===== config.mk =====
export PLATFORM = sky130hd
export DESIGN_NAME = bank_group
export DESIGN_NICKNAME = d
export VERILOG_FILES = /design/src/hw/bank_mem_pkg.sv /design/src/hw/bank_group.sv /design/src/hw/mem_array.sv
export VERILOG_INCLUDE_DIRS = /design/src /design/src/hw
export SDC_FILE = /design/constraint.sdc
export NUM_CORES = 2
export LEC_CHECK = 0
export BUFFER_PORTS_ARGS = -buffer_cell sky130_fd_sc_hd__buf_2
export CORE_MARGIN = 2
export CORE_UTILIZATION = 35
export CTS_CLUSTER_DIAMETER = 50
export DETAILED_ROUTE_END_ITERATION = 10
export SETUP_SLACK_MARGIN = 0.15
export SYNTH_ARGS = -nofsm -noshare
export SYNTH_HDL_FRONTEND = slang
export SYNTH_HIERARCHICAL = 1
export SYNTH_SLANG_ARGS = --single-unit

===== constraint.sdc =====
create_clock -name clk -period 6.4 [get_ports clk]
set_input_delay 1.28 -clock clk [delete_from_list [all_inputs] [get_ports clk]]
set_output_delay 1.28 -clock clk [all_outputs]
set_load 0.05 [all_outputs]

===== src/hw/bank_mem_defs.svh =====
`ifndef BANK_MEM_DEFS_SVH
`define BANK_MEM_DEFS_SVH

// ************************************************************
// Memory geometry
// ************************************************************

// Width of one stored word
`define BANK_MEM_DATA_W 8

// Full word address, 2048 locations
`define BANK_MEM_ADDR_W 11

// Four bank groups, each holding four arrays
`define BANK_MEM_GROUPS 4
`define BANK_MEM_ARRAYS 4

// Rows in one array
`define BANK_MEM_DEPTH 128

// Address field layout: row in 6:0, array in 8:7, group in 10:9
`define BANK_MEM_ROW_W   7
`define BANK_MEM_SEL_W   2
`define BANK_MEM_ARR_LSB 7
`define BANK_MEM_GRP_LSB 9

`endif


===== src/hw/bank_mem_pkg.sv =====
`include "bank_mem_defs.svh"

package bank_mem_pkg;

    // ************************************************************
    // Data and address types
    // ************************************************************

    // Full memory address as seen at the top ports
    typedef logic [`BANK_MEM_ADDR_W-1:0] addr_t;

    // One stored word
    typedef logic [`BANK_MEM_DATA_W-1:0] data_t;

    // Row inside a single array
    typedef logic [`BANK_MEM_ROW_W-1:0] row_t;

    // Group or array index taken from the address
    typedef logic [`BANK_MEM_SEL_W-1:0] sel_t;

    // ************************************************************
    // Per-array access classification
    // ************************************************************

    // What one array does on a clock edge
    //   ACC_IDLE    no strobe, output goes to zero
    //   ACC_READ    read strobe only
    //   ACC_WRITE   write strobe only, din is stored
    //   ACC_BLOCKED both strobes, the read wins and the write is lost
    typedef enum logic [1:0] {
        ACC_IDLE    = 2'd0,
        ACC_READ    = 2'd1,
        ACC_WRITE   = 2'd2,
        ACC_BLOCKED = 2'd3
    } access_e;

endpackage


===== src/hw/bank_group.sv =====
`timescale 1ns/10ps
`include "bank_mem_defs.svh"

module bank_group (
    input  logic                 clk,
    input  logic                 reset,
    input  logic                 ren,
    input  logic                 wen,
    input  bank_mem_pkg::addr_t  waddr,
    input  bank_mem_pkg::addr_t  raddr,
    input  bank_mem_pkg::data_t  din,
    output bank_mem_pkg::data_t  dout
);

    // Array index fields of both addresses
    bank_mem_pkg::sel_t rsel;
    bank_mem_pkg::sel_t wsel;

    // Row fields of both addresses
    bank_mem_pkg::row_t rrow;
    bank_mem_pkg::row_t wrow;

    // Row that every array of this group sees this cycle
    bank_mem_pkg::row_t row;

    // Per-array strobes
    logic [`BANK_MEM_ARRAYS-1:0] arr_ren;
    logic [`BANK_MEM_ARRAYS-1:0] arr_wen;

    // Per-array read data, zero unless that array was read
    bank_mem_pkg::data_t arr_dout [`BANK_MEM_ARRAYS];

    // ************************************************************
    // Address fields
    // ************************************************************

    assign rsel = raddr[`BANK_MEM_ARR_LSB +: `BANK_MEM_SEL_W];
    assign wsel = waddr[`BANK_MEM_ARR_LSB +: `BANK_MEM_SEL_W];

    assign rrow = raddr[`BANK_MEM_ROW_W-1:0];
    assign wrow = waddr[`BANK_MEM_ROW_W-1:0];

    // ************************************************************
    // Shared row select
    // ************************************************************

    // While the group is read, all four arrays take the read row.
    // A write to a neighbouring array therefore lands at that row too
    always_comb begin
        if (ren) begin
            row = rrow;
        end else begin
            row = wrow;
        end
    end

    // ************************************************************
    // Array strobe decode and storage
    // ************************************************************

    for (genvar a = 0; a < `BANK_MEM_ARRAYS; a++) begin : g_array

        assign arr_ren[a] = ren && (rsel == bank_mem_pkg::sel_t'(a));
        assign arr_wen[a] = wen && (wsel == bank_mem_pkg::sel_t'(a));

        mem_array i_mem_array (
            .clk   (clk),
            .reset (reset),
            .ren   (arr_ren[a]),
            .wen   (arr_wen[a]),
            .addr  (row),
            .din   (din),
            .dout  (arr_dout[a])
        );

    end

    // ************************************************************
    // Output combine
    // ************************************************************

    // At most one array is read at a time, the rest hold zero
    always_comb begin
        dout = '0;
        for (int i = 0; i < `BANK_MEM_ARRAYS; i++) begin
            dout = dout | arr_dout[i];
        end
    end

endmodule


===== src/hw/mem_array.sv =====
`timescale 1ns/10ps
`include "bank_mem_defs.svh"

module mem_array (
    input  logic                clk,
    input  logic                reset,
    input  logic                ren,
    input  logic                wen,
    input  bank_mem_pkg::row_t  addr,
    input  bank_mem_pkg::data_t din,
    output bank_mem_pkg::data_t dout
);

    bank_mem_pkg::access_e access;

    // Storage, contents survive reset
    bank_mem_pkg::data_t mem [0:`BANK_MEM_DEPTH-1];

    // ************************************************************
    // Access classification
    // ************************************************************

    // A read always has priority over a write to the same array
    always_comb begin
        if (ren && wen) begin
            access = bank_mem_pkg::ACC_BLOCKED;
        end else if (ren) begin
            access = bank_mem_pkg::ACC_READ;
        end else if (wen) begin
            access = bank_mem_pkg::ACC_WRITE;
        end else begin
            access = bank_mem_pkg::ACC_IDLE;
        end
    end

    // ************************************************************
    // Read path
    // ************************************************************

    // An array that is not read drives zero so the levels above can OR
    always_ff @(posedge clk) begin
        if (reset) begin
            dout <= '0;
        end else begin
            case (access)
                bank_mem_pkg::ACC_READ,
                bank_mem_pkg::ACC_BLOCKED: begin
                    dout <= mem[addr];
                end
                default: begin
                    dout <= '0;
                end
            endcase
        end
    end

    // ************************************************************
    // Write path
    // ************************************************************

    always_ff @(posedge clk) begin
        if (access == bank_mem_pkg::ACC_WRITE) begin
            mem[addr] <= din;
        end
    end

endmodule


* Word level (Yosys, flattened, before mapping)
Memory sizes are Yosys's and may differ from the RTL's. A register that Yosys moved wholly into a read port is not among the register bits.
Cells that the tools add are included.
** Cells by class
- Equality and inequality tests :: 18
- Mux-type cells :: 21
- Bitwise gates (word level) :: 7
- Reduce and logical (&&, ||, !) cells :: 22
** Operators by type and width (number)
- $eq A2 B2 Y1 const B :: 12
- $mux W2 :: 12
- $or A8 B8 Y8 :: 3
- $reduce_or A2 Y1 :: 8
- $eq A2 B1 Y1 const B :: 6
- $logic_and A1 B1 Y1 :: 12
- $mux W1 :: 8
- $mux W7 :: 1
- $logic_not A2 Y1 :: 2
- $not A1 Y1 :: 4
** Word-level totals
- Flip-flop bits (word level) :: 0
- RAM bits :: 4096
- Input port bits :: 34
- Output and inout port bits :: 8
- Word-level logic and storage cells :: 72
- Memories :: 4
** Memory list
- g_array[0].i_mem_array.mem :: words 128, width 8, read ports 1, clocked after Yosys merged registers in 1, wr ports 1, line mem_array.sv:17 : bank_mem_pkg::data_t mem [0:`BANK_MEM_DEPTH-1];
- g_array[1].i_mem_array.mem :: words 128, width 8, read ports 1, clocked after Yosys merged registers in 1, wr ports 1, line mem_array.sv:17
- g_array[2].i_mem_array.mem :: words 128, width 8, read ports 1, clocked after Yosys merged registers in 1, wr ports 1, line mem_array.sv:17
- g_array[3].i_mem_array.mem :: words 128, width 8, read ports 1, clocked after Yosys merged registers in 1, wr ports 1, line mem_array.sv:17

* Logic depth before layout (Yosys ltp)
- Depth in word-level cells :: 9
- Mapped depth :: 14
- Gate-level depth less buffers :: 8

* Modules after synthesis
The synthesis kept the hierarchy.
** Modules (own cells, without submodules)
- mem_array :: times used 4, cells each 2409, area each 40277.4 um2, seq. area each 30909.6 um2
- bank_group :: times used 1, cells each 24, area each 209.0 um2, seq. area each 0.0 um2

* Worst setup path after synthesis
Ideal clock, no wire load.
- Path type :: input to register
- From :: input ren
- To :: memory g_array[0].i_mem_array/mem[98][0] in the netlist's numbering, enable pin
- Setup time :: 0.395 ns
- Arrival :: 3.705 ns
- Data required time :: 6.005 ns
- Setup slack :: 2.300 ns
- Stages on the path :: 9
- Path buffers :: 7
- Cell sequence :: buf_4 mux2_2 buf_4 buf_6 buf_4 buf_2 buf_2 buf_2 nor4_1
** On the way
- Elaborated cells on any way between the ends :: 8
- Those cells by class :: eq/ne (1); mux (5); reduce/logical (2)
** RTL lines
- start: declaration :: line bank_group.sv:7 : input logic ren,
- $mux W7 :: line bank_group.sv:50 : if (ren) begin
- net row[2] :: line bank_group.sv:24 : bank_mem_pkg::row_t row;
- end: declaration :: line mem_array.sv:17
The timed path passes the listed nets, and every way through them passes these cells.

* Worst setup path in the final report
- From :: input ren
- To :: register g_array[3].i_mem_array.dout[1], read port of g_array[3].i_mem_array.mem
** On the way
- Elaborated cells on any way between the ends :: 10
- Those cells by class :: eq/ne (2); mux (3); bitwise (1); reduce/logical (4)
** RTL lines
- $mux W7 :: line bank_group.sv:50
- net row[2] :: line bank_group.sv:24
- end: declaration :: line mem_array.sv:11 : output bank_mem_pkg::data_t dout
The timed path passes the listed nets, and every way through them passes these cells.

==> impl_metrics.yaml <==
yosys:
  ys_warn_count: 6
  async_reset_ff_share_pct: 0
  ys_types: 66
  ys_top_cells_by_area: "edfxtp_1 76%, a221oi_1 4.9%, nor2_1 1.9%"
  synthMuxAreaShare_pct: 5.27
  synth_flop_cell: "edfxtp_1"
  synth_compound_gate_area_share_pct: 11.4
  synthCells: 9660
  ys_ff_latch: 4128
  yosys.area.top_type: "edfxtp_1"
  synth-adder-area-share_pct: 0
  synth_edf_count: 4096
  syn_area_per_cell_um2: 16.7
  synthXorXnorAreaFrac_pct: 0
  ys_seq_area_share_pct: 76.6
  synth_simple_gate_area_share_pct: 4.28
  syn-cell-area_mm2: 0.161
  synth_top_family_by_area: "compound AO/OA/AOI/OAI gates"
  netlist.area_leader.share_pct: 76.2
  postSynthNetCount: 9694
route:
  drt_wl_total_um: 506000
  ant_nets: 0
  first_pass_iters: 7
  avgRoutedWirePerCell_um: 30.4
  drt-vias-per-instance: 5.98
  num_vias: 99300
  drt_iter0_markers: 14700
  post-route-drc-count: 0
cts:
  post-cts-setup-buffer-count: 0
  htreeDepth: 5
  cts_tree: "done"
  cts_hold_buf: 0
  ctsLongestPathBuffers: 4
  clkSinkCount: 4128
  clk_pin_slew_ns: 0.06
  cts_resized: 0
  root_buffer: "clkbuf_16"
  cts_inserted_buffers: 420
  clock_latency_ns: 1.00
pwr:
  p_per_area_mw_per_mm2: 317
  seqPwrFrac_pct: 50.5
  p_leak_nw: 57.8
  vdd_ir_drop_max_uv: 262
  p_comb_share_pct: 8.3
  p_int_mw: 44.9
  swShare_pct: 23.8
  power.switching_mw: 14.0
  p_clk_share_pct: 41.2
timing:
  max_slew_margin_pct: 1.17
  slew_violations: 0
  rsz0062_at_grt: "false"
  tightest_slew_ns: 1.48
  fmax_mhz: 202
  finalSetupViolCount: 0
  hold_viol_final: 0
  layout_min_cycle_time_ns: 4.95
  clock-skew-final_ns: 0.0770
  final.setup.tns_ns: 0
  fin_crit_sh_pct: 77.3
finish:
  drive_gt1_share_pct: 17.2
  layout.cells.non_filler: 16600
  final_nets: 10100
  final_common_cell: "edfxtp_1"
  syn2layout_area_growth_pct: 15.2
  final_cell_mix: "4096 x edfxtp_1, 896 x a221oi_1, 800 x nor2_1"
critical_path:
  required_ns: 7.17
  cpMostUsedCell: "buf_12"
  setup.worst_path.start_class: "primary input"
  arrival_ns: 5.71
  cp_max_fo: 56
  path_cells: "buf_2, mux2_8, buf_12, and3b_2, buf_12, a22oi_1, o21ai_0, a21oi_1, nor2_1, a2111oi_0, o32ai_1"
  slowest_stage: "a2111oi_0"
  critPathBufInv: 3
  path_delay_family: "compound AO/OA/AOI/OAI gates"
  slowest_delay_ns: 0.85
  worstSetupPathType: "in2reg"
  cp-end-kind: "register"
placed_design:
  port_buffers: 37
  routabilityCongestion: 0.887
  dp.cells: 15800
  dp_hpwl_um: 304000
hold_path:
  hp-class: "in2reg"
floorplan:
  row_count: 249
  fp.dieH_um: 683
  die_width_um: 683
  initial_utilization_pct: 35.1
  dieArea_mm2: 0.466
  boundaryPins: 42
  core_area_mm2: 0.460
global_route:
  grt_pass1_vias: 96300
  grt_max_degree: 184
  gr-total-overflow: 0
  antenna_found_initial: 24
  grt_pass1_wl_um: 715000
  grt_usage_pct: 21.0
outcome:
  outcome: "complete, no violations"
flow_run:
  drv_cap: 0
-- cells in the mapped netlist (28+ instances only) --
master	instances
a21oi_1	420
a221o_1	72
a221oi_1	896
a22o_1	40
a22oi_1	244
a31oi_1	72
buf_2	276
buf_4	109
buf_6	28
clkbuf_1	296
dfxtp_1	32
edfxtp_1	4096
mux2_1	80
mux2_2	263
mux2i_1	196
mux4_2	116
nand2_1	376
nand3_1	68
nor2_1	800
nor2b_1	100
nor3_1	72
o21ai_0	332
o21ai_1	100
o22ai_1	80
-- power groups by stage --
stage               clock network [mW]  logic (mW)  registers, mW
CTS                               24.5        4.75           29.8
floorplan                            0        2.41           30.3
detailed placement                   0        4.74           30.4
global route                      25.5        5.01           29.8
global placement                     0        4.70           30.3
finish                            24.3        4.86           29.8
-- cell families (layout without fill, tap and decap cells) --
family / count (synthesis) / count (layout)
buf+inv: 757 / 1532
other cells: 0 / 31
mux: 659 / 659
flops: 4128 / 4128
simple gates: 1580 / 1580
compound gates: 2536 / 2536
-- worst register-to-register path: cells and delay by family (launching register included) --
kind | cells | cell delay, ns
and+or+nand+nor | 1 | 0.22
muxes | 1 | 0.27
AOI/OAI and AO/OA | 4 | 1.75
DFF | 1 | 0.37
-- per-stage QoR --
step	util, %	worst slack [ns]	area, µm²	hold slack [ns]	total power, mW
finish	40.4	1.45	186000	0.719	58.9
detailed placement	37.5	0.594	172000	0.769	35.1
global placement	37.5	0.635	172000	0.756	35.0
floorplan	-	2.30	161000	0.672	32.8
CTS	40.4	1.59	186000	0.683	59.0
global route	40.4	1.49	186000	0.713	60.3
-- final timing paths --
| kind | to | start | cells past startpoint | slack (ns) |
|---|---|---|---|---|
| hold reg to reg | g_array[2].i_mem_array/dout[7] | g_array[2].i_mem_array/mem[5][7] | 4 | 0.79 |
| setup reg to reg | g_array[3].i_mem_array/dout[1] | g_array[3].i_mem_array/mem[3][1] | 6 | 3.57 |
| hold / removal | g_array[3].i_mem_array/mem[108][7] | din[7] | 1 | 0.72 |
| setup / recovery | g_array[3].i_mem_array/dout[1] | ren | 11 | 1.45 |
-- flip-flops by register name, indices dropped and copies added (netlist names) --
register and count:
g_array.i_mem_array/dout 32, g_array.i_mem_array/mem 4096
-- area by class of cell --
| cell class | count | area, µm² |
|---|---|---|
| fill | 40900 | 274000 |
| sequential | 4128 | 124000 |
| multi-input combinational | 4775 | 34200 |
| clock buffer | 535 | 11100 |
| tap | 6149 | 7690 |
| timing repair buffer | 732 | 6480 |
| clock inverter | 241 | 2510 |
| inverter | 24 | 110 |
| antenna | 31 | 77.6 |
-- layer usage --
layer | part of all wire, % | vias to the layer above | track usage [%] | wire (µm)
met5 | 0.019 | - | 0 | 94
met2 | 46 | 6503 | 33.1 | 235000
met4 | 4.6 | 12 | 9.05 | 23100
met1 | 39 | 51200 | 28.5 | 195000
met3 | 10 | 1172 | 3.63 | 52800
li1 | - | 40400 | - | -
No activity file was read; power rests on OpenSTA's default activity.
